### src/dft_mem_pkg.sv
//------------------------------------------------------------
// dft packet memory package
// bank geometry, controller phases and the divide-by-seven map
//------------------------------------------------------------
package dft_mem_pkg;

	localparam int num_banks = 7;
	localparam int max_radix = 5;
	localparam int addr_w = 12;
	localparam int row_w = 8;
	localparam int bank_idx_w = 3;

	// unused slot of a group
	localparam logic [bank_idx_w-1:0] no_bank = 3'd7;

	// owner of the bank ports
	typedef enum logic [bank_idx_w-1:0]
	{
		idle,
		sink,
		read,
		wait_wr,
		source
	} phase_t;

	// {row, bank} of a linear address, n div 7 and n mod 7
	// 2341/16384 is close enough to 1/7 to be exact below 4096
	function automatic logic [row_w+bank_idx_w-1:0] div7(input logic [addr_w-1:0] addr);
		logic [addr_w+13:0] prod;
		logic [addr_w-1:0] quot;
		logic [addr_w-1:0] rem;
		prod = addr * 14'd2341;
		quot = prod[addr_w+13:14];
		rem = addr - quot * 12'd7;
		return {quot[row_w-1:0], rem[bank_idx_w-1:0]};
	endfunction

endpackage

### src/sink_writer.sv
//------------------------------------------------------------
// input sink, maps each sample to bank n mod 7, row n div 7
//------------------------------------------------------------
`timescale 1ns/1ns
module sink_writer #(
	parameter int in_w = 18,
	parameter int data_w = 30
) (
	input  logic clk,
	input  logic rst_n,
	input  dft_mem_pkg::phase_t phase,
	input  logic in_valid,
	input  logic [in_w-1:0] in_real,
	input  logic [in_w-1:0] in_imag,
	output logic [dft_mem_pkg::num_banks-1:0] sink_we,
	output logic [dft_mem_pkg::row_w-1:0] sink_row,
	output logic [data_w-1:0] sink_real,
	output logic [data_w-1:0] sink_imag,
	output logic sink_done
);

	localparam int nb = dft_mem_pkg::num_banks;
	localparam int aw = dft_mem_pkg::addr_w;

	logic [aw-1:0] cnt;
	logic [dft_mem_pkg::row_w-1:0] row;
	logic [dft_mem_pkg::bank_idx_w-1:0] bank;
	logic accept;

	// sop arrives while the controller is still idle
	assign accept = in_valid &&
		(phase == dft_mem_pkg::idle || phase == dft_mem_pkg::sink);
	assign {row, bank} = dft_mem_pkg::div7(cnt);

	always_ff @(posedge clk)
	begin
		if (!rst_n)
		begin
			cnt <= '0;
			sink_we <= '0;
			sink_done <= 1'b0;
		end
		else
		begin
			if (accept)
				cnt <= cnt + 1'b1;
			else if (phase != dft_mem_pkg::sink)
				cnt <= '0;
			sink_we <= accept ? ({{(nb-1){1'b0}}, 1'b1} << bank) : '0;
			// last write happens on this edge
			sink_done <= (|sink_we) && !accept && (phase == dft_mem_pkg::sink);
		end
	end

	always_ff @(posedge clk)
	begin
		sink_row <= row;
		sink_real <= {{(data_w-in_w){in_real[in_w-1]}}, in_real};
		sink_imag <= {{(data_w-in_w){in_imag[in_w-1]}}, in_imag};
	end

endmodule

### config.mk
export PLATFORM = sky130hd
export DESIGN_NAME = sink_writer
export DESIGN_NICKNAME = d
export VERILOG_FILES = /design/src/dft_mem_pkg.sv /design/src/sink_writer.sv
export SDC_FILE = /design/constraint.sdc
export NUM_CORES = 1
export LEC_CHECK = 0
export BUFFER_PORTS_ARGS = -buffer_cell sky130_fd_sc_hd__clkbuf_2
export CAP_MARGIN = 10
export CORE_UTILIZATION = 40
export CTS_BUF_LIST = sky130_fd_sc_hd__clkbuf_16
export CTS_CLUSTER_SIZE = 12
export DETAILED_ROUTE_END_ITERATION = 8
export PLACE_DENSITY = 0.74
export SLEW_MARGIN = 20
export SYNTH_ARGS = -nofsm -noshare
export SYNTH_HDL_FRONTEND = slang
export SYNTH_SLANG_ARGS = --single-unit
### constraint.sdc
create_clock -name clk -period 4.9 [get_ports clk]
set_clock_uncertainty 0.1 [all_clocks]
set_input_delay 0.98 -clock clk [delete_from_list [all_inputs] [get_ports clk]]
set_output_delay 0.98 -clock clk [all_outputs]
set_load 0.03 [all_outputs]
==> impl_metrics.json <==
{
  "drc": 0,
  "overflow": 0,
  "hold_buffers": 0,
  "fin_cells": 648,
  "syn2layout_area_growth_pct": 38.5,
  "hold_path.class": "register to register",
  "avgViaCountPerCell": 4.76,
  "port_buffers": 117,
  "crit_type": "register to register",
  "place_congestion": 0.839,
  "clk_latency_ps": 330,
  "cp_data_required_time_ps": 5050,
  "async_reset_ff_share_pct": 0,
  "finalSetupViolCount": 5,
  "worstPathArrival_ps": 5160,
  "crit_path_start_kind": "register",
  "crit_path_end_kind": "register",
  "first_pass_iters": 6,
  "synth_ff_type": "dfxtp_1",
  "path_clk_slew_ps": 60,
  "layout.nets": 644,
  "leakagePower_nw": 2.82,
  "floorplan.initialDensity_pct": 41.1,
  "slowest_delay_ps": 500,
  "syn_area_per_cell_um2": 10.0,
  "total_power_mw": 1.38,
  "crit_path_frequent_cell": "ha_4",
  "synth_commonest_cells": "ha_1 (69), inv_1 (66), dfxtp_1 (64), buf_4 (24), nand2_1 (20)",
  "cts_tree": "yes",
  "n_antenna_cell": 0,
  "num_rows": 35,
  "max_slew_margin_pct": 33.7,
  "dp_hpwl_mm": 6.59,
  "synth-seq-cells": 64,
  "synth_cell_types": 35,
  "fin_crit_sh_pct": 102,
  "cp_slowest_cell": "fa_1",
  "max_freq_mhz": 199,
  "grt_pass1_wl_mm": 13.6,
  "cts-root-buf": "clkbuf_16",
  "synth_edf_count": 0,
  "drive_gt1_share_pct": 42.6,
  "outcome": "complete, but fails checks",
  "grt_max_degree": 14,
  "die_area_um2": 9890,
  "routed_wl_mm": 8.55,
  "period_minus_slack_ps": 5020,
  "crit_fanout": 4,
  "setup_tns_ps": -372,
  "numCtsBuffers": 9,
  "yosys_warnings": 0,
  "antenna_found_initial": 0,
  "worst_slack_ps": -116,
  "synthTopCellsByArea": "dfxtp_1 (34%), ha_1 (23%), fa_1 (10%)",
  "via_count": 3085,
  "hold_viol_final": 0,
  "worst_slew_pin_slew_ps": 981,
  "fp.dieW_um": 99.5,
  "seq_area_frac_synth_pct": 33.7,
  "ctsHtreeMaxLevel": 3,
  "drv_cap": 0,
  "die_y_um": 99.5,
  "syn_inst": 379,
  "slew_violations": 0,
  "cts.sinks": 64,
  "num-fill-cells": 726,
  "seqCellArea_um2": 1300,
  "powerDensity_nw_per_um2": 263,
  "synth.most_common_cell": "ha_1",
  "post-route-util_pct": 56.9,
  "grt_pass1_vias": 3032,
  "multi_input_area_um2": 2370,
  "rsz0062_at_grt": "yes",
  "yosysTopAreaCell": "dfxtp_1",
  "syn_nets": 509,
  "ant_nets": 0,
  "vdd_drop_max_mv": 0.178,
  "detail_route.iter0.violations": 106,
  "place_inst": 629,
  "crit_chain": "ha_4 > ha_4 > fa_1 > inv_1 > fa_1 > inv_2 > ha_4 > a21oi_2 > nand2_1 > a41o_1 > a211oi_2 > o21bai_2 > xor2_2 > mux2i_2 > fa_2 > xnor2_2 > xnor2_2 > xnor3_2 > buf_6 > nor3_2",
  "synth_top_cell_area_share_pct": 33.7,
  "design.core.area_um2": 9240,
  "grt_usage_pct": 17.6,
  "syn-cell-area_um2": 3800,
  "clockBufferDepth": 2,
  "io-pin-count": 118,
  "violations": "negative setup slack",
  "routedWlPerCell_um": 13.2
}
## layout make-up
type | instances | share of cell area [%]
sequential | 64 | 24.7
inverter | 66 | 4.71
tap | 129 | 3.07
timing repair buffer | 149 | 15.8
clock inverter | 7 | 2.26
multi-input combinational | 224 | 45.1
clock buffer | 9 | 4.28
## what timing repair did
action                     4_1_cts  5_1_grt
gates resized for setup         33       14
setup endpoints to repair        7        7
setup buffers                    2        1
pin swaps                       39       14
## final timing paths
kind	slack [ps]	start	cells past startpoint	end
min reg2reg	420	sink_we[5]	2	sink_done
max	-120	cnt[8]	20	sink_we[0]
min	420	sink_we[5]	2	sink_done
max reg2reg	-120	cnt[8]	20	sink_we[0]
## metrics by stage
| step | hold slack, ps | setup slack, ps | instance area (µm²) |
|---|---|---|---|
| floorplan | 390 | 29.4 | 3840 |
| detailed placement | 430 | -318 | 4620 |
| finish | 424 | -116 | 5260 |
| global route | 484 | -317 | 5260 |
| global placement | 398 | -169 | 4620 |
| CTS | 444 | -48.3 | 5170 |
## layer usage
layer / part of all wire (%) / track usage [%]
met1: 38 / 19.2
met2: 55 / 33.0
met3: 5.3 / 3.44
met4: 2.0 / 7.69
met5: 0 / 0
## cell families after synthesis
group	Yosys count	synth area share, %
buf+inv	91	11.4
fa+ha+maj	88	32.7
simple gates	69	8.70
flops	64	33.7
compound gates	45	7.64
xor+xnor	21	5.57
mux	1	0.264
## sequential cells by signal, summed over array words and instances (netlist names)
| register | cells |
|---|---|
| sink_imag | 18 |
| cnt | 12 |
| sink_real | 18 |
| sink_done | 1 |
| sink_we | 7 |
| sink_row | 8 |
## worst max-delay path: cells and delay by family, from the launching register on
| kind | cells | cell delay (ps) |
|---|---|---|
| simple gates | 2 | 190 |
| flops | 1 | 370 |
| mux | 1 | 130 |
| fa+ha+maj | 6 | 2120 |
| compound gates | 4 | 750 |
| xor+xnor | 4 | 1010 |
| buf+inv | 3 | 260 |
## cells in the final DEF (no fill, tap or decap), types with 3 or more instances in the layout
| cell type | n |
|---|---|
| buf_4 | 30 |
| nor3_2 | 3 |
| clkbuf_2 | 117 |
| a21oi_1 | 9 |
| inv_2 | 5 |
| and3_1 | 4 |
| clkbuf_16 | 9 |
| bufinv_16 | 3 |
| dfxtp_1 | 55 |
| xor2_1 | 7 |
| o21ai_0 | 17 |
| nand3_1 | 7 |
| a21o_1 | 4 |
| a21oi_2 | 4 |
| ha_4 | 14 |
| dfxtp_2 | 6 |
| xnor2_1 | 8 |
| nand2_1 | 20 |
| nand4_1 | 4 |
| fa_1 | 18 |
| inv_1 | 61 |
| dfxtp_4 | 3 |
| nor3_1 | 3 |
| nor2_1 | 15 |
| ha_1 | 54 |
## where the power goes
group	leakage [nW]	internal, mW	switching (mW)
Sequential	0.535	0.535	0.00663
Clock	0.164	0.497	0.236
Combinational	2.12	0.0323	0.0762
No activity file was read; power rests on OpenSTA's default activity.
