==> src/dft_mem_pkg.sv <==
//------------------------------------------------------------
// dft packet memory package
// bank geometry, controller phases and the divide-by-seven map
//------------------------------------------------------------
package dft_mem_pkg;

	localparam int num_banks = 7;
	localparam int max_radix = 5;
	localparam int addr_w = 12;
	localparam int row_w = 8;
	localparam int bank_idx_w = 3;

	// unused slot of a group
	localparam logic [bank_idx_w-1:0] no_bank = 3'd7;

	// owner of the bank ports
	typedef enum logic [bank_idx_w-1:0]
	{
		idle,
		sink,
		read,
		wait_wr,
		source
	} phase_t;

	// {row, bank} of a linear address, n div 7 and n mod 7
	// 2341/16384 is close enough to 1/7 to be exact below 4096
	function automatic logic [row_w+bank_idx_w-1:0] div7(input logic [addr_w-1:0] addr);
		logic [addr_w+13:0] prod;
		logic [addr_w-1:0] quot;
		logic [addr_w-1:0] rem;
		prod = addr * 14'd2341;
		quot = prod[addr_w+13:14];
		rem = addr - quot * 12'd7;
		return {quot[row_w-1:0], rem[bank_idx_w-1:0]};
	endfunction

endpackage

==> src/mem_ctrl.sv <==
//------------------------------------------------------------
// memory controller, phase FSM, stage count and packet settings
//------------------------------------------------------------
`timescale 1ns/1ns
module mem_ctrl (
	input  logic clk,
	input  logic rst_n,
	input  logic in_sop,
	input  logic [dft_mem_pkg::addr_w-1:0] dftpts,
	input  logic [2:0] factor,
	input  logic [2:0] stages,
	input  logic sink_done,
	input  logic rd_done,
	input  logic [dft_mem_pkg::addr_w-1:0] wr_count,
	input  logic src_done,
	output dft_mem_pkg::phase_t phase,
	output logic stage_start,
	output logic src_start,
	output logic busy,
	output logic [dft_mem_pkg::addr_w-1:0] dftpts_q,
	output logic [2:0] factor_q
);

	localparam int aw = dft_mem_pkg::addr_w;

	logic [2:0] stages_q;
	logic [2:0] stage_cnt;
	logic [aw-1:0] grp_sum;
	logic [aw-1:0] num_grp;

	assign busy = (phase != dft_mem_pkg::idle);

	//------------------------------------------------------------
	// phase FSM
	//------------------------------------------------------------
	always_ff @(posedge clk)
	begin
		if (!rst_n)
		begin
			phase <= dft_mem_pkg::idle;
			stage_cnt <= '0;
			stage_start <= 1'b0;
			src_start <= 1'b0;
		end
		else
		begin
			stage_start <= 1'b0;
			src_start <= 1'b0;
			case (phase)
			dft_mem_pkg::idle:
				if (in_sop)
					phase <= dft_mem_pkg::sink;
			dft_mem_pkg::sink:
				if (sink_done)
				begin
					phase <= dft_mem_pkg::read;
					stage_cnt <= 3'd1;
					stage_start <= 1'b1;
				end
			dft_mem_pkg::read:
				if (rd_done)
					phase <= dft_mem_pkg::wait_wr;
			dft_mem_pkg::wait_wr:
				if (wr_count == num_grp)
				begin
					if (stage_cnt == stages_q)
					begin
						phase <= dft_mem_pkg::source;
						src_start <= 1'b1;
					end
					else
					begin
						phase <= dft_mem_pkg::read;
						stage_cnt <= stage_cnt + 1'b1;
						stage_start <= 1'b1;
					end
				end
			dft_mem_pkg::source:
				if (src_done)
					phase <= dft_mem_pkg::idle;
			default:
				phase <= dft_mem_pkg::idle;
			endcase
		end
	end

	// group count dftpts/factor by repeated add during the sink
	always_ff @(posedge clk)
	begin
		if (!rst_n)
		begin
			grp_sum <= '0;
			num_grp <= '0;
		end
		else if (phase == dft_mem_pkg::idle)
		begin
			grp_sum <= '0;
			num_grp <= '0;
		end
		else if (phase == dft_mem_pkg::sink && grp_sum < dftpts_q)
		begin
			grp_sum <= grp_sum + aw'(factor_q);
			num_grp <= num_grp + 1'b1;
		end
	end

	always_ff @(posedge clk)
	begin
		if (phase == dft_mem_pkg::idle && in_sop)
		begin
			dftpts_q <= dftpts;
			factor_q <= factor;
			stages_q <= stages;
		end
	end

endmodule

==> config.mk <==
export PLATFORM = sky130hd
export DESIGN_NAME = mem_ctrl
export DESIGN_NICKNAME = d
export VERILOG_FILES = /design/src/dft_mem_pkg.sv /design/src/mem_ctrl.sv
export SDC_FILE = /design/constraint.sdc
export NUM_CORES = 1
export LEC_CHECK = 0
export ABC_AREA = 1
export BUFFER_PORTS_ARGS = -buffer_cell sky130_fd_sc_hd__clkbuf_2
export CAP_MARGIN = 20
export CORE_AREA = 2 2 81 83
export DETAILED_ROUTE_END_ITERATION = 8
export DIE_AREA = 0 0 83 85
export PLACE_DENSITY = 0.72
export SYNTH_ARGS = -nofsm -noshare
export SYNTH_HDL_FRONTEND = slang
export SYNTH_SLANG_ARGS = --single-unit
export TNS_END_PERCENT = 10
==> constraint.sdc <==
create_clock -name clk -period 2.1 [get_ports clk]
set_input_delay 0 -clock clk [delete_from_list [all_inputs] [get_ports clk]]
set_output_delay 0 -clock clk [all_outputs]
set_load 0.01 [all_outputs]
==> impl_metrics.toml <==
[clock_network]
cts_root_buf = "sky130_fd_sc_hd__clkbuf_8"
tritoncts_clock_tree = "built"
tritoncts.num_buffers = 5
tritoncts_num_sinks = 50
clock_insertion_delay_worst_skew_ns = 0.31
post_cts.repair.setup_buffers = 0
clk_pin_slew_worst_paths_ns = 0.10
htreeDepth = 2
maximum_root_to_sink_buffer_count = 2

[global_routing]
remaining_global_route_overflow = 0
grt_pass1_wl_mm = 10.9
grt_max_degree = 26
initial_antenna_violation_count = 0
global_route.usage.total = 0.186
grt_pass1_vias = 2569

[worst_setup_path]
worstRegToRegCells = 7
crit_arrival_ns = 2.12
cp.required_ns = 2.33
crit_path_cell_trace = "ha_1 -> fa_1 -> a21oi_1 -> nand3b_1 -> xor2_1 -> nand2_1 -> a21oi_1"
critical_path.endpoint_type = "flip-flop"
worst-setup-path-type = "flip-flop to flip-flop"
worstReg2RegStart = "factor_q[0]"
cp-startpoint = "factor_q[0]"
path_delay_family = "adder cells"
slowest_delay_ns = 0.43
worstReg2RegEnd = "grp_sum[6]"
setup.worst_path.start_class = "flip-flop"
critical-path-slowest-cell = "sky130_fd_sc_hd__fa_1"
setup.reg_to_reg.worst_slack_ns = 0.21
critical_path_buf_inv_count = 0
path_max_fanout = 3
cpMostUsedCell = "sky130_fd_sc_hd__a21oi_1"

[final_layout]
final_cell_area_mm2 = 0.00365
antenna_cells_inserted = 0
fillerInstances = 580
finalCoreUtilization = 0.588
area.sequential_mm2 = 0.00118
drive_above_1_share = 0.199
area_growth_pct = 21.1
mostFrequentLayoutCell = "sky130_fd_sc_hd__nand2_1"
area_taken_by_multi_input_logic_gates_mm2 = 0.00155
num-nets-final = 525
mostFrequentLayoutCells = "sky130_fd_sc_hd__nand2_1, sky130_fd_sc_hd__clkbuf_2, sky130_fd_sc_hd__inv_1, sky130_fd_sc_hd__nor2_1, sky130_fd_sc_hd__dfxtp_1"
layout.cells.non_filler = 550

[worst_hold_path]
worstHoldStart = "sink_done"
worst_hold_path.endpoint = "stage_start"
min-delay-path-class = "primary input to flip-flop"
worstHoldPathCells = 3

[detailed_routing]
dr.first_iter.drc_count = 118
routedWlPerCell_um = 11.3
routed_via_density = 4.81
route.detailed.drc = 0
ant_nets = 0
drt_wl_total_mm = 6.21
dr_total_vias = 2644
drt_first_pass_iters = 4

[logic_synthesis]
synthCells = 394
yosys_reg_bits = 50
part_of_the_yosys_area_used_for_sequential_elements = 0.392
yosysUniqueCellTypes = 34
synth.cell_area_mm2 = 0.00301
synth_nets = 447
yosys_warnings = 0
synth_area_per_cell_um2 = 7.65

[placement]
port-buffer-count = 56
preCtsSetupSlack_ns = 0.229
gp_congestion = 0.877
placed_cells = 523
detailed_placer_s_ending_hpwl_mm = 4.68
placed_area_mm2 = 0.00336

[sta]
setup-violations-final = 0
finalHoldViolCount = 0
finalCritPeriodShare = 0.900
rsz0062_at_grt = "no"
finalWorstSetupSlack_ns = 0.210
max-slew-margin-rel = 0.735
final_max_slew_viol_count = 0
achievable-frequency_mhz = 529
least_margin_pin_slew_ns = 0.397
fin_crit_ns = 1.89
clock_skew_ns = 0.0193
totalNegativeSetupSlack_ns = 0
whs_ns = 0.0176

[pwr]
power.static_leakage_nw = 1.67
finalPower_mw = 3.25
power_per_cell_area_mw_per_mm2 = 892
ir_drop_uv = 559

[job]
max_cap_viol_count = 0

[outcome]
run_status = "complete, no violations"

[floorplan]
coreArea_mm2 = 0.00620
die_area_mm2 = 0.00706
die_height_um = 85
die-width_um = 83
std_cell_rows = 29
floorplan.initialDensity = 0.486
boundaryPins = 57
## tightest hold or removal path, delay by kind of cell
| kind | cells | cell delay, ns |
|---|---|---|
| compound gates | 1 | 0.08 |
| buf+inv | 1 | 0.09 |
| simple gates | 1 | 0.12 |
## cell usage after synthesis
cell                         n  area [µm²]
sky130_fd_sc_hd__buf_4       1        7.51
sky130_fd_sc_hd__nor3_1      9        45.0
sky130_fd_sc_hd__inv_1      52         195
sky130_fd_sc_hd__a21oi_1    23         115
sky130_fd_sc_hd__nor2_2      2        12.5
sky130_fd_sc_hd__edfxtp_1   18         541
sky130_fd_sc_hd__fa_1        1        20.0
sky130_fd_sc_hd__nor2_4      1        11.3
sky130_fd_sc_hd__nand3_2     1        10.0
sky130_fd_sc_hd__inv_4       1        6.26
sky130_fd_sc_hd__dfxtp_1    32         641
sky130_fd_sc_hd__clkinv_1    1        3.75
sky130_fd_sc_hd__nand3b_1    1        7.51
sky130_fd_sc_hd__nor2_1     34         128
sky130_fd_sc_hd__inv_2       4        15.0
sky130_fd_sc_hd__o21ai_0     5        25.0
sky130_fd_sc_hd__or2_2       1        6.26
sky130_fd_sc_hd__nand2_4     1        11.3
sky130_fd_sc_hd__xnor2_1    10        87.6
sky130_fd_sc_hd__clkinv_2    1        5.00
sky130_fd_sc_hd__ha_1       16         200
sky130_fd_sc_hd__nor2_8      1        20.0
sky130_fd_sc_hd__nand2_1   105         394
sky130_fd_sc_hd__buf_2       3        15.0
sky130_fd_sc_hd__o21ai_1     3        15.0
sky130_fd_sc_hd__o22ai_1     1        6.26
sky130_fd_sc_hd__nand3_1    26         130
sky130_fd_sc_hd__o211ai_4    1        21.3
sky130_fd_sc_hd__buf_6       3        33.8
sky130_fd_sc_hd__nand4_1     7        43.8
sky130_fd_sc_hd__nand2_2     6        37.5
sky130_fd_sc_hd__xor2_1     16         140
sky130_fd_sc_hd__a21oi_2     6        52.6
sky130_fd_sc_hd__nor3_2      1        10.0
## logic make-up after synthesis
| group | count (synthesis) | share of synthesized area |
|---|---|---|
| and+or+nand+nor | 196 | 0.288 |
| AOI/OAI and AO/OA | 39 | 0.0781 |
| buffers and inverters | 66 | 0.0934 |
| adders and majority gates | 17 | 0.0731 |
| DFF | 50 | 0.392 |
| xor gates and xnor gates | 26 | 0.0756 |
## final cells by class
cell class	instances	share of cell area
multi-input cells	278	0.425
flip-flops and latches	50	0.324
repair buffers	78	0.135
inverters	59	0.0617
well taps	77	0.0264
clock buffers	6	0.0257
clock inverters	2	0.00274
## routing by layer
| layer | GRT usage | share of wire |
|---|---|---|
| met1 | 0.224 | 0.46 |
| met2 | 0.339 | 0.50 |
| met3 | 0.0399 | 0.039 |
| met4 | 0.0432 | 0.0089 |
| met5 | 0 | 0 |
## worst max path at each step
stage,cells after the start,endpoint,slack [ns]
after global placement,9,grp_sum[8],0.28
final,7,grp_sum[6],0.21
after floorplan,3,dftpts_q[0],0.26
after detailed placement,7,grp_sum[6],0.23
after global routing,8,grp_sum[8],0.04
after CTS,7,grp_sum[6],0.22
## timing repair
action                    in CTS  in global routing
hold endpoints to repair      23                  0
hold buffers                  19                  0
gates resized for setup        0                  0
## power breakdown
part / switching [mW] / total, mW / internal [mW] / leakage (nW)
clock: 0.325 / 0.628 / 0.303 / 0.0561
sequential: 0.118 / 1.31 / 1.19 / 0.428
combinational: 0.864 / 1.32 / 0.454 / 1.19
total: 1.31 / 3.25 / 1.95 / 1.67
## sequential cells by signal (all words and copies together), names as in the netlist
signal,cells
dftpts_q,12
factor_q,3
grp_sum,12
num_grp,12
phase,3
src_start,1
stage_cnt,3
stage_start,1
stages_q,3
(Power assumes the default switching activity.)
