### src/dft_mem_pkg.sv
//------------------------------------------------------------
// dft packet memory package
// bank geometry, controller phases and the divide-by-seven map
//------------------------------------------------------------
package dft_mem_pkg;

	localparam int num_banks = 7;
	localparam int max_radix = 5;
	localparam int addr_w = 12;
	localparam int row_w = 8;
	localparam int bank_idx_w = 3;

	// unused slot of a group
	localparam logic [bank_idx_w-1:0] no_bank = 3'd7;

	// owner of the bank ports
	typedef enum logic [bank_idx_w-1:0]
	{
		idle,
		sink,
		read,
		wait_wr,
		source
	} phase_t;

	// {row, bank} of a linear address, n div 7 and n mod 7
	// 2341/16384 is close enough to 1/7 to be exact below 4096
	function automatic logic [row_w+bank_idx_w-1:0] div7(input logic [addr_w-1:0] addr);
		logic [addr_w+13:0] prod;
		logic [addr_w-1:0] quot;
		logic [addr_w-1:0] rem;
		prod = addr * 14'd2341;
		quot = prod[addr_w+13:14];
		rem = addr - quot * 12'd7;
		return {quot[row_w-1:0], rem[bank_idx_w-1:0]};
	endfunction

endpackage

### src/result_writer.sv
//------------------------------------------------------------
// result writer, routes engine result slots back to their banks
//------------------------------------------------------------
`timescale 1ns/1ns
module result_writer #(
	parameter int data_w = 30
) (
	input  logic clk,
	input  logic rst_n,
	input  dft_mem_pkg::phase_t phase,
	input  logic pe_in_valid,
	input  logic [dft_mem_pkg::max_radix-1:0][data_w-1:0] pe_in_real,
	input  logic [dft_mem_pkg::max_radix-1:0][data_w-1:0] pe_in_imag,
	input  logic [dft_mem_pkg::max_radix-1:0][dft_mem_pkg::bank_idx_w-1:0] pe_in_bank,
	input  logic [dft_mem_pkg::max_radix-1:0][dft_mem_pkg::row_w-1:0] pe_in_row,
	output logic [dft_mem_pkg::num_banks-1:0] wr_we,
	output logic [dft_mem_pkg::num_banks-1:0][dft_mem_pkg::row_w-1:0] wr_row,
	output logic [dft_mem_pkg::num_banks-1:0][data_w-1:0] wr_real,
	output logic [dft_mem_pkg::num_banks-1:0][data_w-1:0] wr_imag,
	output logic [dft_mem_pkg::addr_w-1:0] wr_count
);

	localparam int nb = dft_mem_pkg::num_banks;
	localparam int mr = dft_mem_pkg::max_radix;
	localparam int bw = dft_mem_pkg::bank_idx_w;

	dft_mem_pkg::phase_t phase_q;
	logic [nb-1:0] hit;

	// no_bank never matches a real bank index
	always_comb
	begin
		hit = '0;
		for (int k = 0; k < nb; k++)
			for (int j = 0; j < mr; j++)
				if (pe_in_bank[j] == bw'(k))
					hit[k] = 1'b1;
	end

	always_ff @(posedge clk)
	begin
		if (!rst_n)
		begin
			wr_we <= '0;
			wr_count <= '0;
			phase_q <= dft_mem_pkg::idle;
		end
		else
		begin
			wr_we <= pe_in_valid ? hit : '0;
			phase_q <= phase;
			// fresh count for every stage
			if (phase == dft_mem_pkg::read && phase_q != dft_mem_pkg::read)
				wr_count <= '0;
			else if (pe_in_valid)
				wr_count <= wr_count + 1'b1;
		end
	end

	always_ff @(posedge clk)
	begin
		for (int k = 0; k < nb; k++)
			for (int j = 0; j < mr; j++)
				if (pe_in_bank[j] == bw'(k))
				begin
					wr_row[k] <= pe_in_row[j];
					wr_real[k] <= pe_in_real[j];
					wr_imag[k] <= pe_in_imag[j];
				end
	end

endmodule

### config.mk
export PLATFORM = sky130hd
export DESIGN_NAME = result_writer
export DESIGN_NICKNAME = d
export VERILOG_FILES = /design/src/dft_mem_pkg.sv /design/src/result_writer.sv
export SDC_FILE = /design/constraint.sdc
export NUM_CORES = 2
export LEC_CHECK = 0
export BUFFER_PORTS_ARGS = -buffer_cell sky130_fd_sc_hd__buf_2
export CELL_PAD_IN_SITES_DETAIL_PLACEMENT = 0
export CELL_PAD_IN_SITES_GLOBAL_PLACEMENT = 2
export CORE_AREA = 2 2 335 337
export CTS_BUF_LIST = sky130_fd_sc_hd__clkbuf_16
export DETAILED_ROUTE_END_ITERATION = 10
export DIE_AREA = 0 0 337 339
export PLACE_DENSITY = 0.75
export SETUP_SLACK_MARGIN = 0.15
export SYNTH_ARGS = -nofsm -noshare
export SYNTH_HDL_FRONTEND = slang
export SYNTH_SLANG_ARGS = --single-unit
export TNS_END_PERCENT = 20
### constraint.sdc
create_clock -name clk -period 6.8 [get_ports clk]
set_input_delay 0.34 -clock clk [delete_from_list [all_inputs] [get_ports clk]]
set_output_delay 0.34 -clock clk [all_outputs]
set_load 0.02 [all_outputs]
==> impl_results.html <==
<table>
<tr><th>Metric</th><th>Value</th></tr>
<tr><th colspan="2">Route</th></tr>
<tr><td>Routed Wire Length</td><td>225.6 mm</td></tr>
<tr><td>Drt first-iter violations</td><td>6,120</td></tr>
<tr><td>Mean routed wirelength per cell</td><td>39.30 um</td></tr>
<tr><td>Number of vias after detailed routing</td><td>40,695</td></tr>
<tr><td>Number of nets still failing antenna checks after routing</td><td>0</td></tr>
<tr><td>Total iterations of the first detailed-routing run</td><td>6</td></tr>
<tr><td>Final routed DRC violation total</td><td>0</td></tr>
<tr><td>Average vias per placed instance</td><td>around 7.1</td></tr>
<tr><th colspan="2">Final layout</th></tr>
<tr><td>Final net count</td><td>4,547</td></tr>
<tr><td>Area taken by multi-input logic gates</td><td>18,210 um2</td></tr>
<tr><td>Layout filler cell count</td><td>11,220</td></tr>
<tr><td>Area added between synthesis and finish</td><td>19.54%</td></tr>
<tr><td>Sequential cell area</td><td>14,730 um2</td></tr>
<tr><td>Final standard cell count with taps included and fillers excluded</td><td>5,741</td></tr>
<tr><td>Layout cell share with drive strength beyond 1</td><td>0.2802</td></tr>
<tr><th colspan="2">Clock tree</th></tr>
<tr><td>Number of clock sinks seen by CTS</td><td>498</td></tr>
<tr><td>CTS tree</td><td>yes</td></tr>
<tr><td>Clock latency on the worst-skew pair</td><td>roughly 0.65 ns</td></tr>
<tr><td>Root buf cell</td><td>sky130_fd_sc_hd__clkbuf_16</td></tr>
<tr><td>Post-cts resize count</td><td>0</td></tr>
<tr><td>Number of buffers added by the clock tree synthesis step</td><td>66</td></tr>
<tr><td>Clock slew at reported path FFs</td><td>0.06 ns</td></tr>
<tr><td>Clock Path Buffers</td><td>3</td></tr>
<tr><td># H-tree levels</td><td>3</td></tr>
<tr><th colspan="2">Timing</th></tr>
<tr><td>Minimum clock period after layout</td><td>about 3.3 ns</td></tr>
<tr><td>Period Utilization, post-route</td><td>0.4922</td></tr>
<tr><td>Achievable clock frequency</td><td>0.2988 GHz</td></tr>
<tr><td>Setup violation total in the final timing report</td><td>0</td></tr>
<tr><td>Total negative setup slack</td><td>0 ns</td></tr>
<tr><td>Final Skew</td><td>0.007239 ns</td></tr>
<tr><td>RSZ-0062 raised after global routing</td><td>false</td></tr>
<tr><td>Slew at the pin with the worst max-slew slack</td><td>1.296 ns</td></tr>
<tr><td>Worst slew margin</td><td>0.1360</td></tr>
<tr><td>Count of final max-slew check failures</td><td>0</td></tr>
<tr><td>Hold Vio Cnt, Final</td><td>0</td></tr>
<tr><th colspan="2">Power and ir drop</th></tr>
<tr><td>Internal power</td><td>between 6 and 7 mW</td></tr>
<tr><td>Total leakage power</td><td>13.73 nW</td></tr>
<tr><td>PwrDens</td><td>267.5 nW/um2</td></tr>
<tr><td>IR Drop Worst-Case VDD</td><td>0.0002023 V</td></tr>
<tr><td>Net switching fraction of the power</td><td>0.3783</td></tr>
<tr><td>Part of the total power dissipated in the clock network</td><td>0.318</td></tr>
<tr><td>Share of total power in sequential cells</td><td>0.393</td></tr>
<tr><td>Switching power</td><td>between 4 and 5 mW</td></tr>
<tr><td>Portion of total power attributed to combinational logic</td><td>0.288</td></tr>
<tr><th colspan="2">Synth</th></tr>
<tr><td>Mean cell area of the mapped netlist</td><td>9.583 um2</td></tr>
<tr><td>Number of synthesized flops with an enable pin</td><td>476</td></tr>
<tr><td>Number of instances in the synthesized netlist</td><td>3,670</td></tr>
<tr><td>Sequential cell area fraction in the yosys report</td><td>0.4189</td></tr>
<tr><td>Fraction of registers with async set/reset</td><td>0</td></tr>
<tr><td>Number of synthesized register bits</td><td>498</td></tr>
<tr><td>Post-synthesis cell type count</td><td>47</td></tr>
<tr><td>Netlist area before placement</td><td>35,170 um2</td></tr>
<tr><td>Top FF cell, synth</td><td>sky130_fd_sc_hd__edfxtp_1</td></tr>
<tr><td>Syn. warnings</td><td>0</td></tr>
<tr><td>Syn nets</td><td>4,032</td></tr>
<tr><th colspan="2">Worst setup path</th></tr>
<tr><td>CP Cell Sequence</td><td>buf_4, buf_4, nor3b_4, buf_4, nor2_1, nand4_1, buf_4</td></tr>
<tr><td>Worst setup EP type</td><td>flip-flop</td></tr>
<tr><td>Critical path's slowest cell</td><td>sky130_fd_sc_hd__buf_4</td></tr>
<tr><td>Critical path launch point type</td><td>primary input</td></tr>
<tr><td>Kind of critical path</td><td>primary input to flip-flop</td></tr>
<tr><td>Data required time at the worst endpoint</td><td>a little over 7 ns</td></tr>
<tr><td>Most repeated library cell on the critical path</td><td>sky130_fd_sc_hd__buf_4</td></tr>
<tr><td>Maximum fanout encountered on the critical timing path</td><td>56</td></tr>
<tr><td>Data arrival, critical path</td><td>3.62 ns</td></tr>
<tr><td>Crit path largest cell delay</td><td>between 0.8 and 0.9 ns</td></tr>
<tr><th colspan="2">Floorplan</th></tr>
<tr><td>Die ar.</td><td>around 110,000 um2</td></tr>
<tr><td>Die height</td><td>339 um</td></tr>
<tr><td>Core Rows</td><td>122</td></tr>
<tr><td>IO Count</td><td>around 860</td></tr>
<tr><td>Core outline area</td><td>between 100,000 and 150,000 um2</td></tr>
<tr><td>Floorplan die width</td><td>337 um</td></tr>
<tr><td>Effective utilization at floorplan</td><td>0.3187</td></tr>
<tr><th colspan="2">GRT</th></tr>
<tr><td>Largest net degree at the start of global routing</td><td>137</td></tr>
<tr><td>First-pass GRT wire length</td><td>310.9 mm</td></tr>
<tr><td>Total global routing overflow</td><td>0</td></tr>
<tr><td>Antenna violations before repair</td><td>29</td></tr>
<tr><td>Total routing usage reported by global routing</td><td>0.3777</td></tr>
<tr><td>Vias in the first global route</td><td>38,533</td></tr>
<tr><th colspan="2">Hold path</th></tr>
<tr><td>Worst min-delay path class</td><td>primary input to flip-flop</td></tr>
<tr><th colspan="2">Placement</th></tr>
<tr><td>Weighted congestion at the end of routability-driven global placement</td><td>0.8758</td></tr>
<tr><td>Number of placed cells counting well taps</td><td>between 5,000 and 6,000</td></tr>
<tr><td>Count of buffers from port buffering</td><td>855</td></tr>
<tr><td>HPWL after detailed placement</td><td>138.8 mm</td></tr>
<tr><th colspan="2">Outcome</th></tr>
<tr><td>Status</td><td>completed</td></tr>
<tr><th colspan="2">Job</th></tr>
<tr><td>Max-cap viol count</td><td>0</td></tr>
</table>
==> kinds of logic (layout without fill, tap and decap cells) <==
logic type | Yosys count | in the layout | share of synthesized area
adders and majority gates | 1 | 1 | 0.0003557
other | 0 | 20 | 0
xor gates and xnor gates | 4 | 4 | 0.0009963
DFF | 498 | 498 | 0.4189
muxes | 2 | 2 | 0.0005692
and+or+nand+nor | 1206 | 1206 | 0.1760
AOI/OAI and AO/OA | 1444 | 1444 | 0.3354
buffers and inverters | 515 | 1078 | 0.06777
==> final cells by class <==
class | count | share of cell area
Timing Repair Buffer | 961 | 0.1216
Tap cell | 1488 | 0.04428
Clock inverter | 45 | 0.006963
Sequential cell | 498 | 0.3504
Multi-Input combinational cell | 2657 | 0.4332
Antenna cell | 20 | 0.001190
Inverter | 1 | 0.00008928
Clock buffer | 71 | 0.04226
==> worst paths after layout <==
kind	slack, ns	end	cells past startpoint	startpoint
hold reg to reg	0.50	wr_count[9]	2	wr_count[9]
hold / removal	0.03	wr_count[11]	3	rst_n
setup / recovery	3.45	wr_imag[143]	7	pe_in_bank[14]
setup reg to reg	5.15	wr_count[11]	3	wr_count[3]
==> flip-flops by register name, indices dropped and copies added (netlist names) <==
name and cells:
phase_q 3, wr_count 12, wr_imag 210, wr_real 210, wr_row 56, wr_we 7
==> repair_timing <==
action,in CTS,in global routing
hold endpoints to repair,3,0
buffers inserted,0,0
hold buffers,6,0
endpoints found under the setup margin,0,0
==> worst max-delay path: cells and delay by family <==
kind / cells / cell delay (ns)
buf+inv: 4 / 2.48
simple gates: 3 / 0.58
==> through the flow <==
| step | setup WS (ns) | power [mW] | utilization | hold slack [ns] | area, um2 |
|---|---|---|---|---|---|
| finish | 3.453 | 11.25 | 0.3810 | 0.02685 | 42050 |
| global route | 3.482 | 11.48 | 0.3807 | 0.04103 | 42020 |
| CTS | 3.569 | 11.18 | 0.3805 | 0.004752 | 42000 |
| detailed placement | 2.891 | 7.631 | 0.3612 | 0.4904 | 39870 |
| global placement | 2.934 | 7.643 | 0.3612 | 0.4773 | 39870 |
| floorplan | 2.718 | 6.023 | - | 0.4617 | 35170 |
==> power by group through the flow <==
stage	logic (mW)	clock network, mW	registers, mW
after floorplan	1.10	0	4.93
after global placement	3.17	0	4.47
after detailed placement	3.18	0	4.45
after CTS	3.19	3.58	4.40
after global routing	3.37	3.69	4.43
final	3.24	3.58	4.42
==> metal layers <==
metal | global-route usage | routed length, um | vias to the layer above | share of wire
met3 | 0.1017 | 26420 | 685 | 0.12
met5 | 0 | 182 | - | 0.00081
met1 | 0.4806 | 84930 | 20320 | 0.38
met4 | 0.1964 | 12890 | 20 | 0.057
li1 | - | - | 16195 | -
met2 | 0.5838 | 101200 | 3475 | 0.45
==> cell usage after synthesis (all sizes together) (2+ instances only) <==
master  instances  area [um2]
a21oi           6       30.03
a221oi        476        4632
a31oi          68       425.4
a41oi           7       61.31
and2           72       450.4
and3b           9       78.83
buf           197        1190
clkbuf        317        1190
dfxtp          22       440.4
edfxtp        476       14290
mux2i           2       20.02
nand2         418        1569
nand3         414        2072
nand3b         15       112.6
nand4          11       68.82
nor2           82       315.3
nor2b          71       519.3
nor3            4       25.02
nor3b          10       126.4
nor4            2       12.51
nor4b          69       604.3
o211ai        808        6066
o21ai           6       30.03
o311ai          3       26.28
o31ai          70       525.5
or3             8       50.05
or3b           14       122.6
or4             2       15.01
or4b            2       20.02
xor2            3       26.28
==> cell usage in the layout, fill, tap and decap left out, types with 3 or more instances in the layout <==
cell	instances
sky130_fd_sc_hd__or3_1	5
sky130_fd_sc_hd__dfxtp_1	22
sky130_fd_sc_hd__a221oi_2	74
sky130_fd_sc_hd__buf_4	103
sky130_fd_sc_hd__clkbuf_16	71
sky130_fd_sc_hd__and2_1	71
sky130_fd_sc_hd__a41oi_1	7
sky130_fd_sc_hd__nand3_1	414
sky130_fd_sc_hd__nor2_1	81
sky130_fd_sc_hd__nor3b_4	9
sky130_fd_sc_hd__buf_2	851
sky130_fd_sc_hd__or3b_4	12
sky130_fd_sc_hd__a21oi_1	6
sky130_fd_sc_hd__o211ai_1	808
sky130_fd_sc_hd__a221oi_1	402
sky130_fd_sc_hd__dlygate4sd3_1	6
sky130_fd_sc_hd__nand3b_1	15
sky130_fd_sc_hd__nor4b_1	69
sky130_fd_sc_hd__or3_4	3
sky130_fd_sc_hd__nand4_1	11
sky130_fd_sc_hd__o21ai_0	6
sky130_fd_sc_hd__xor2_1	3
sky130_fd_sc_hd__clkinv_1	16
sky130_fd_sc_hd__nor2b_2	30
sky130_fd_sc_hd__clkinv_2	5
sky130_fd_sc_hd__and3b_4	9
sky130_fd_sc_hd__bufinv_16	4
sky130_fd_sc_hd__inv_1	18
sky130_fd_sc_hd__nor2b_1	39
sky130_fd_sc_hd__nand2_1	418
sky130_fd_sc_hd__diode_2	20
sky130_fd_sc_hd__o31ai_1	70
sky130_fd_sc_hd__edfxtp_1	476
sky130_fd_sc_hd__a31oi_1	68
Note: power is estimated with default switching activity, not from simulation.
