### src/dft_mem_pkg.sv
//------------------------------------------------------------
// dft packet memory package
// bank geometry, controller phases and the divide-by-seven map
//------------------------------------------------------------
package dft_mem_pkg;

	localparam int num_banks = 7;
	localparam int max_radix = 5;
	localparam int addr_w = 12;
	localparam int row_w = 8;
	localparam int bank_idx_w = 3;

	// unused slot of a group
	localparam logic [bank_idx_w-1:0] no_bank = 3'd7;

	// owner of the bank ports
	typedef enum logic [bank_idx_w-1:0]
	{
		idle,
		sink,
		read,
		wait_wr,
		source
	} phase_t;

	// {row, bank} of a linear address, n div 7 and n mod 7
	// 2341/16384 is close enough to 1/7 to be exact below 4096
	function automatic logic [row_w+bank_idx_w-1:0] div7(input logic [addr_w-1:0] addr);
		logic [addr_w+13:0] prod;
		logic [addr_w-1:0] quot;
		logic [addr_w-1:0] rem;
		prod = addr * 14'd2341;
		quot = prod[addr_w+13:14];
		rem = addr - quot * 12'd7;
		return {quot[row_w-1:0], rem[bank_idx_w-1:0]};
	endfunction

endpackage

### src/source_reader.sv
//------------------------------------------------------------
// source reader, streams the finished packet out in address order
//------------------------------------------------------------
`timescale 1ns/1ns
module source_reader #(
	parameter int data_w = 30
) (
	input  logic clk,
	input  logic rst_n,
	input  logic src_start,
	input  logic [dft_mem_pkg::addr_w-1:0] dftpts_q,
	input  logic [dft_mem_pkg::num_banks-1:0][data_w-1:0] rd_real,
	input  logic [dft_mem_pkg::num_banks-1:0][data_w-1:0] rd_imag,
	output logic [dft_mem_pkg::num_banks-1:0] src_re,
	output logic [dft_mem_pkg::row_w-1:0] src_row,
	output logic src_done,
	output logic out_valid,
	output logic out_sop,
	output logic out_eop,
	output logic [data_w-1:0] out_real,
	output logic [data_w-1:0] out_imag
);

	localparam int nb = dft_mem_pkg::num_banks;
	localparam int aw = dft_mem_pkg::addr_w;

	logic active;
	logic [aw-1:0] addr;
	logic [dft_mem_pkg::bank_idx_w-1:0] bank;
	logic [dft_mem_pkg::bank_idx_w-1:0] bank_q;
	logic vld_q;
	logic first_q;
	logic last_q;

	assign {src_row, bank} = dft_mem_pkg::div7(addr);
	assign src_re = active ? ({{(nb-1){1'b0}}, 1'b1} << bank) : '0;
	assign src_done = out_eop;

	always_ff @(posedge clk)
	begin
		if (!rst_n)
		begin
			active <= 1'b0;
			addr <= '0;
			vld_q <= 1'b0;
			out_valid <= 1'b0;
			out_sop <= 1'b0;
			out_eop <= 1'b0;
		end
		else
		begin
			if (src_start)
			begin
				active <= 1'b1;
				addr <= '0;
			end
			else if (active)
			begin
				addr <= addr + 1'b1;
				if (addr == dftpts_q - 1'b1)
					active <= 1'b0;
			end
			// framing lines up with the bank output
			vld_q <= active;
			out_valid <= vld_q;
			out_sop <= vld_q && first_q;
			out_eop <= vld_q && last_q;
		end
	end

	always_ff @(posedge clk)
	begin
		bank_q <= bank;
		first_q <= (addr == '0);
		last_q <= (addr == dftpts_q - 1'b1);
		out_real <= rd_real[bank_q];
		out_imag <= rd_imag[bank_q];
	end

endmodule

### config.mk
export PLATFORM = sky130hd
export DESIGN_NAME = source_reader
export DESIGN_NICKNAME = d
export VERILOG_FILES = /design/src/dft_mem_pkg.sv /design/src/source_reader.sv
export SDC_FILE = /design/constraint.sdc
export NUM_CORES = 1
export LEC_CHECK = 0
export BUFFER_PORTS_ARGS = -buffer_cell sky130_fd_sc_hd__buf_2
export CELL_PAD_IN_SITES_DETAIL_PLACEMENT = 1
export CELL_PAD_IN_SITES_GLOBAL_PLACEMENT = 2
export CORE_AREA = 2 2 198 200
export CTS_BUF_LIST = sky130_fd_sc_hd__clkbuf_4 sky130_fd_sc_hd__clkbuf_8
export DETAILED_ROUTE_END_ITERATION = 7
export DIE_AREA = 0 0 200 202
export PLACE_DENSITY_LB_ADDON = 0.1
export SLEW_MARGIN = 15
export SYNTH_ARGS = -nofsm -noshare
export SYNTH_HDL_FRONTEND = slang
export SYNTH_SLANG_ARGS = --single-unit
### constraint.sdc
create_clock -name clk -period 7 [get_ports clk]
set_input_delay 0.7 -clock clk [delete_from_list [all_inputs] [get_ports clk]]
set_output_delay 0.7 -clock clk [all_outputs]
set_load 0.01 [all_outputs]
==> metrics.cfg, run 1 <==
[finish]
nNetsFinal = 1865
drive_gt1_frac = 0.476
fillCellCount = 4651
multiInputGateArea_um2 = 5690
regArea_um2 = 1660
synthToLayoutAreaGrowth_pct = 46.3
fin_area_um2 = 11300

[setup_path]
crit_top_cell = fa_1
cp.depth = 19
critical_path_class = reg -> out
ff2ff_path_depth = 19
required_ns = 6.30
worstPathArrival_ns = 5.93
cp-startpoint = addr[1]
path_buf_inv = 3
worstReg2RegStart = addr[1]
path_cells = ha_1, fa_1, fa_1, inv_1, fa_1, inv_1, ha_1, a21o_1, a21o_1, a221oi_1, xnor2_1, xnor2_1, fa_1, xor2_2, xor2_2, nor3_2, a2111o_1, a211oi_2, buf_2
slowest_stage = fa_1
cpPeakStageDelay_ns = 0.50
cp_top_family = adder cells
worstPathMaxFanout = 4
critPathLaunchType = flop
end_kind = output port

[timing]
min_period_ns = 6.63
hold_slack_ns = 0.465
finalSetupTns_ns = 0
min_period_over_period = 0.947
maxSlewViolCount = 0
clock_skew_ns = 0.00933
relSlewSlack = 0.311
setup_viol = 0
fin_ws_ns = 0.372
hold_violations = 0
grt_setup_unrepaired = false
fmax_ghz = 0.151
worstMarginPinSlew_ns = 1.03

[logic_synthesis]
yosysWarnings = 0
async_flop_share = 0
synth.area.top_cells = dfxtp_1, mux4_2, ha_1
synthDominantCellAreaShare = 0.213
synth_area_per_cell_um2 = 9.07
synth_common_cells = nor2_1, a21oi_1, dfxtp_1, ha_1, inv_1
ys_seq_elements = 82
yosysSeqAreaShare = 0.213
synth.distinct_cells = 56
syn-cell-area_um2 = 7710
yosysTopAreaCell = dfxtp_1
syn_inst = 850
ys.flop_type = dfxtp_1
synth_edf_count = 0
synthMostInstantiatedCell = nor2_1
synthesis.nets = 1375

[min_path]
min_from = last_q
hold_class = reg -> reg
hold_depth = 1

[global_route]
grt_pass1_wl_mm = 59.9
grt_max_degree = 66
antenna_found_initial = 16
gr-total-overflow = 0
grtUsageTotal = 0.206
grt_pass1_vias = 8623

[place]
portBuffers = 513
place_hpwl_mm = 36.7
placed_area_um2 = 10900
globalplace.congestion = 0.820
pre_cts_slack_ns = 0.111

[route]
antenna_left = 0
viasPerCell = 4.53
drc = 0
drt-total-wl_mm = 43.1
num_vias = 8500
wl_per_cell_um = 23.0
drtIter0Drc = 304
first_pass_iters = 4

[clock_network]
clkTransAtPathRegs_ns = 0.09
cts_max_path_buffers = 2
cts_tree = done
clkSinkCount = 82
clock-root-buffer = clkbuf_8
htree_levels = 3
cts_buffers = 9
clk_latency_ns = 0.39

[floorplanning]
io_pins = 514
initial_core_util = 0.201
fp-row-count = 72
coreArea_um2 = 38300
die_height_um = 202
die_w_um = 200
fp.dieArea_um2 = 40400

[pwr]
finalPower_uw = 1370
ir_worst_vdd_v = 0.0000799
leakage_uw = 0.00555
power_density_nw_per_um2 = 122

[status]
status = finished, final reports clean

[flow_run]
maxCapViolations = 0

## worst paths after layout
path,end,slack [ns]
hold / removal,out_eop,0.47
setup reg to reg,bank_q[2],1.48
setup / recovery,src_re[0],0.37
hold reg to reg,out_eop,0.47
## cell type report
cell class              count  share of cell area
diodes                     12             0.00266
clock inverters             6             0.00999
inverters                  70              0.0233
well taps                 518              0.0575
multi-input cells         641               0.504
flip-flops and latches     82               0.147
repair buffers            536               0.243
clock buffers              10              0.0122
## metal layers
metal	track usage	vias up	routed length, µm	part of all wire
met5	0	-	71	0.0016
met4	0.0566	10	665	0.015
met3	0.0511	35	2820	0.066
met2	0.347	235	21200	0.49
met1	0.261	4185	18300	0.42
li1	-	4035	-	-
## state kept, by name (all words and copies together), names as in the netlist
register / flops
bank_q: 3
addr: 12
active: 1
out_imag: 30
out_eop: 1
last_q: 1
vld_q: 1
first_q: 1
out_real: 30
out_valid: 1
out_sop: 1
## repair_timing
item	in CTS	in global routing
setup buffers	1	2
gates resized for setup	7	13
hold buffers	0	0
pin swaps	0	6
setup endpoints to repair	7	7
## power by group
part / total [µW] / internal, µW / switching (µW)
combinational: 394 / 206 / 188
sequential: 520 / 501 / 19.6
clock: 457 / 248 / 209
## worst reg2reg max path: stages (launching register included)
cell and delay, ns:
dfxtp_1 0.33, ha_1 0.33, fa_1 0.48, fa_1 0.50, inv_1 0.05, fa_1 0.48
inv_1 0.04, ha_1 0.31, a21o_1 0.17, a21o_1 0.17, a221oi_1 0.30, xnor2_1 0.26
xnor2_1 0.16, fa_1 0.47, xor2_2 0.20, xnor2_2 0.28, nor3_1 0.11, nand4b_1 0.26
a2111oi_4 0.35, nand2_1 0.14
## metrics by stage
step	cells	utilization
CTS	1861	0.292
finish	1875	0.295
floorplan	850	-
detailed placement	1844	0.283
global route	1872	0.294
global placement	1844	0.283
## cell families after synthesis
family,after synthesis,synth area share
simple gates,220,0.132
buf+inv,127,0.0651
mux,123,0.257
xor+xnor,38,0.0432
compound gates,170,0.125
flops,82,0.213
fa+ha+maj,90,0.165
## cells in the final DEF (no fill, tap or decap), types with 5 or more instances in the layout
| cell | instances |
|---|---|
| buf_2 | 513 |
| nor2_1 | 139 |
| a21oi_1 | 132 |
| dfxtp_1 | 76 |
| inv_1 | 70 |
| ha_1 | 70 |
| mux2i_1 | 63 |
| mux4_2 | 60 |
| buf_4 | 23 |
| xnor2_1 | 21 |
| fa_1 | 19 |
| nand2_1 | 18 |
| xor2_1 | 13 |
| diode_2 | 12 |
| clkbuf_8 | 10 |
| nand3_1 | 8 |
| or3_1 | 8 |
| nand4_1 | 7 |
| and3_1 | 6 |
| a211oi_2 | 5 |
| a21o_1 | 5 |
| o21ai_0 | 5 |
| nor4_1 | 5 |
No activity file was read; power rests on OpenSTA's default activity.
==> run 2: changes to the inputs <==
--- a/config.mk
+++ b/config.mk
@@ -13,6 +13,7 @@
 export DETAILED_ROUTE_END_ITERATION = 7
 export DIE_AREA = 0 0 200 202
 export PLACE_DENSITY_LB_ADDON = 0.1
+export RECOVER_POWER = 25
 export SLEW_MARGIN = 15
 export SYNTH_ARGS = -nofsm -noshare
 export SYNTH_HDL_FRONTEND = slang
==> metrics.cfg, run 2 (synthesized netlist as in run 1, its figures left out) <==
[global_route]
grt_max_degree = 66
grt_pass1_vias = 8623
antenna_found_initial = 16
grt_pass1_wl_mm = 59.9
grtUsageTotal = 0.206
gr-total-overflow = 0

[flow_run]
maxCapViolations = 0

[timing]
relSlewSlack = 0.311
min_period_ns = 6.63
min_period_over_period = 0.947
fmax_ghz = 0.151
grt_setup_unrepaired = false
clock_skew_ns = 0.00967
worstMarginPinSlew_ns = 1.03
hold_violations = 0
hold_slack_ns = 0.465
setup_viol = 0
finalSetupTns_ns = 0
maxSlewViolCount = 0

[place]
globalplace.congestion = 0.820
portBuffers = 513
placed_area_um2 = 10900
place_hpwl_mm = 36.7

[pwr]
leakage_uw = 0.00546
ir_worst_vdd_v = 0.0000794
power_density_nw_per_um2 = 122
finalPower_uw = 1370

[setup_path]
worstPathArrival_ns = 5.93
required_ns = 6.30
critical_path_class = reg -> out
end_kind = output port
worstPathMaxFanout = 4
critPathLaunchType = flop

[clock_network]
clock-root-buffer = clkbuf_8
cts_max_path_buffers = 2
clkSinkCount = 82
htree_levels = 3
cts_tree = done
clk_latency_ns = 0.38
clkTransAtPathRegs_ns = 0.09
cts_buffers = 9

[route]
antenna_left = 0
drc = 0
first_pass_iters = 4
drtIter0Drc = 315
num_vias = 8522
wl_per_cell_um = 23.0
viasPerCell = 4.54
drt-total-wl_mm = 43.1

[finish]
finalCoreUtilization = 0.293
reg.largest.list = out_imag: 30 flops, out_real: 30 flops, addr: 12 flops
synthToLayoutAreaGrowth_pct = 45.8
drive_gt1_frac = 0.452
nNetsFinal = 1865
final_common_cell = buf_2
final_cell_mix = buf_2, nor2_1, a21oi_1
fin_area_um2 = 11200

[floorplanning]
coreArea_um2 = 38300
fp-row-count = 72
io_pins = 514
die_height_um = 202
initial_core_util = 0.201
die_w_um = 200
fp.dieArea_um2 = 40400

[min_path]
hold_class = reg -> reg

[status]
status = finished, final reports clean

run 2: changes by cell type in the layout (fill, tap and decap cells not counted), sizes merged:
cell	change
buf	-31
clkbuf	+31
diode	+1
run 2: path summary, 6_finish.rpt:
| kind | startpoint | to | slack [ns] | cells after the start |
|---|---|---|---|---|
| max | addr[1] | src_re[0] | 0.37 | 19 |
| min | last_q | out_eop | 0.47 | 1 |
| max reg2reg | addr[1] | bank_q[2] | 1.48 | 19 |
| min reg2reg | last_q | out_eop | 0.47 | 1 |
run 2: layout make-up:
type / instances / area (µm²)
diodes: 13 / 32.5
clock buffers: 10 / 138
clock inverters: 6 / 113
fillers: 4664 / 27100
inverters: 70 / 263
multi-input cells: 641 / 5690
flip-flops and latches: 82 / 1660
well taps: 518 / 648
repair buffers: 536 / 2700
run 2: worst max-delay path: stages, from the launching register on:
cell,delay [ns]
dfxtp_1,0.33
ha_1,0.33
fa_1,0.48
fa_1,0.50
inv_1,0.05
fa_1,0.48
inv_1,0.04
ha_1,0.31
a21o_1,0.17
a21o_1,0.17
a221oi_1,0.30
xnor2_1,0.26
xnor2_1,0.16
fa_1,0.47
xor2_2,0.27
xor2_2,0.25
nor3_2,0.11
a2111o_1,0.49
a211oi_2,0.22
buf_2,0.16
run 2: layer usage:
metal  track usage  wire (µm)  vias up  share of wire
met1         0.261      18200     4192           0.42
met3        0.0511       2940       35          0.068
met5             0         71        -         0.0016
met2         0.347      21200      248           0.49
li1              -          -     4037              -
met4        0.0566        660       10          0.015
run 2: what timing repair did:
item | 4_1_cts | 5_1_grt
setup buffers | 1 | 2
hold buffers | 0 | 0
resized for setup | 7 | 13
pin swaps | 0 | 6
setup endpoints to repair | 7 | 7
run 2: metrics by stage:
step / worst slack (ns) / std cells
after global routing: 0.00684 / 1872
after detailed placement: 0.111 / 1844
after global placement: 0.252 / 1844
after CTS: 0.0210 / 1861
after floorplan: 0.574 / 850
final: 0.371 / 1876
run 2: report_power, final:
| part | leakage (µW) | total (µW) | switching, µW | internal, µW |
|---|---|---|---|---|
| clock network | 0.000127 | 457 | 209 | 248 |
| logic | 0.00464 | 389 | 188 | 201 |
| registers | 0.000689 | 521 | 20.2 | 501 |
==> run 3: changes to the inputs <==
--- a/config.mk
+++ b/config.mk
@@ -8,10 +8,10 @@
 export BUFFER_PORTS_ARGS = -buffer_cell sky130_fd_sc_hd__buf_2
 export CELL_PAD_IN_SITES_DETAIL_PLACEMENT = 1
 export CELL_PAD_IN_SITES_GLOBAL_PLACEMENT = 2
-export CORE_AREA = 2 2 198 200
-export CTS_BUF_LIST = sky130_fd_sc_hd__clkbuf_4 sky130_fd_sc_hd__clkbuf_8
+export CORE_AREA = 2 2 201 203
+export CTS_BUF_LIST = sky130_fd_sc_hd__clkbuf_16
 export DETAILED_ROUTE_END_ITERATION = 7
-export DIE_AREA = 0 0 200 202
+export DIE_AREA = 0 0 203 205
 export PLACE_DENSITY_LB_ADDON = 0.1
 export RECOVER_POWER = 25
 export SLEW_MARGIN = 15
==> constraint.sdc (replaced) <==
create_clock -name clk -period 8.3 [get_ports clk]
set_input_delay 0.83 -clock clk [delete_from_list [all_inputs] [get_ports clk]]
set_output_delay 0.83 -clock clk [all_outputs]
set_load 0.01 [all_outputs]
==> metrics.cfg, run 3 (synthesized netlist as in run 1, its figures left out) <==
[timing]
clock_skew_ns = 0.00979
hold_violations = 0
worstMarginPinSlew_ns = 0.868
min_period_over_period = 0.934
fmax_ghz = 0.129
finalSetupTns_ns = 0
grt_setup_unrepaired = false
maxSlewViolCount = 0
setup_viol = 0
relSlewSlack = 0.421
min_period_ns = 7.75

[finish]
finalCoreUtilization = 0.280
final_cell_mix = buf_2, nor2_1, a21oi_1
synthToLayoutAreaGrowth_pct = 43.3
drive_gt1_frac = 0.433
reg.largest.list = out_imag: 30 flops, out_real: 30 flops, addr: 12 flops
regArea_um2 = 1650
final_common_cell = buf_2
multiInputGateArea_um2 = 5570
nNetsFinal = 1851
fillCellCount = 4786

[route]
wl_per_cell_um = 23.4
viasPerCell = 4.48
drc = 0
first_pass_iters = 4
antenna_left = 0
drt-total-wl_mm = 43.6
drtIter0Drc = 298
num_vias = 8355

[min_path]
hold_class = reg -> reg
min_from = last_q
hold_depth = 1
hold-path-endpoint = out_eop

[setup_path]
critPathLaunchType = flop
rr_endpoint = bank_q[2]
regToRegSetupSlack_ns = 1.86
critical_path_class = reg -> out
worstReg2RegStart = addr[8]
end_kind = output port
cp-startpoint = addr[8]
worstPathMaxFanout = 11
ff2ff_path_depth = 21
required_ns = 7.47
worstPathArrival_ns = 6.92

[floorplanning]
coreArea_um2 = 39400
die_height_um = 205
fp-row-count = 73
fp.dieArea_um2 = 41600
initial_core_util = 0.196
io_pins = 514
die_w_um = 203

[pwr]
ir_worst_vdd_v = 0.0000890
power_density_nw_per_um2 = 108
leakage_uw = 0.00537

[place]
globalplace.congestion = 0.838
place_hpwl_mm = 37.2
portBuffers = 513

[clock_network]
cts_tree = done
htree_levels = 3
clock-root-buffer = clkbuf_16
clk_latency_ns = 0.35
cts_buffers = 9
cts_hold_buf = 0
cts_max_path_buffers = 2
clkSinkCount = 82
clkTransAtPathRegs_ns = 0.07

[global_route]
grt_pass1_vias = 8553
grt_max_degree = 69
grtUsageTotal = 0.202
gr-total-overflow = 0
antenna_found_initial = 20
grt_pass1_wl_mm = 60.8

[flow_run]
maxCapViolations = 0

[status]
status = finished, final reports clean

-- run 3: cell types whose count changed in the layout (fill, tap and decap cells not counted), moves of 3 or more --
cell and change:
buf_4 -13, clkbuf_8 -10, clkbuf_16 +9, xor2_1 +3, a211oi_2 -5, a211oi_1 +5
diode_2 -5
-- run 3: worst max-delay path, cell delays in order (launching register included) --
cell	delay, ns
dfxtp_1	0.57
inv_1	0.21
fa_1	0.57
inv_1	0.05
fa_1	0.47
inv_1	0.05
fa_1	0.47
inv_1	0.04
ha_1	0.32
a211oi_1	0.34
o2bb2ai_1	0.33
or2_2	0.27
xor2_1	0.35
inv_1	0.09
ha_1	0.21
fa_1	0.42
xor2_1	0.26
xor2_1	0.39
nor3_1	0.14
a2111o_1	0.57
a211oi_1	0.27
buf_2	0.18
-- run 3: area by class of cell --
type / count / area share
antenna: 8 / 0.00181
sequential: 82 / 0.150
clock buffer: 9 / 0.0204
inverter: 70 / 0.0238
multi-input combinational: 641 / 0.504
tap: 525 / 0.0595
timing repair buffer: 522 / 0.235
clock inverter: 6 / 0.00510
-- run 3: where the power goes --
part | internal [µW] | switching (µW) | total [µW]
combinational | 169 | 163 | 332
clock | 230 | 190 | 421
sequential | 422 | 14.7 | 437
-- run 3: worst max-delay path by stage --
stage	slack (ns)	to	depth (start not counted)
after floorplan	1.74	src_re[0]	21
after global placement	0.91	src_re[2]	22
after detailed placement	0.72	src_re[1]	22
after CTS	0.29	src_re[1]	22
after global routing	0.03	src_re[6]	22
final	0.55	src_re[1]	21
-- run 3: stage by stage --
stage          cell area (µm²)  setup slack, ns  total power, µW  instances  hold WS [ns]
5_1_grt                  11000           0.0264             1260       1863         0.471
6_report                 11000            0.551             1190       1863         0.456
4_1_cts                  11100            0.286             1220       1855         0.454
3_3_place_gp             10800            0.914              785       1840         0.434
2_1_floorplan             7710             1.74              596        850         0.429
3_5_place_dp             10800            0.717              788       1840         0.438
-- run 3: layer usage --
| metal | GRT usage | share of wire |
|---|---|---|
| met1 | 0.252 | 0.42 |
| met2 | 0.337 | 0.49 |
| met3 | 0.0568 | 0.062 |
| met4 | 0.0618 | 0.020 |
| met5 | 0 | 0.0024 |
-- run 3: repair_timing --
action                                  in CTS  in global routing
hold endpoints to repair                     0                  0
gates resized for setup                      0                  1
endpoints found under the setup margin       0                  7
buffers inserted                             0                  0
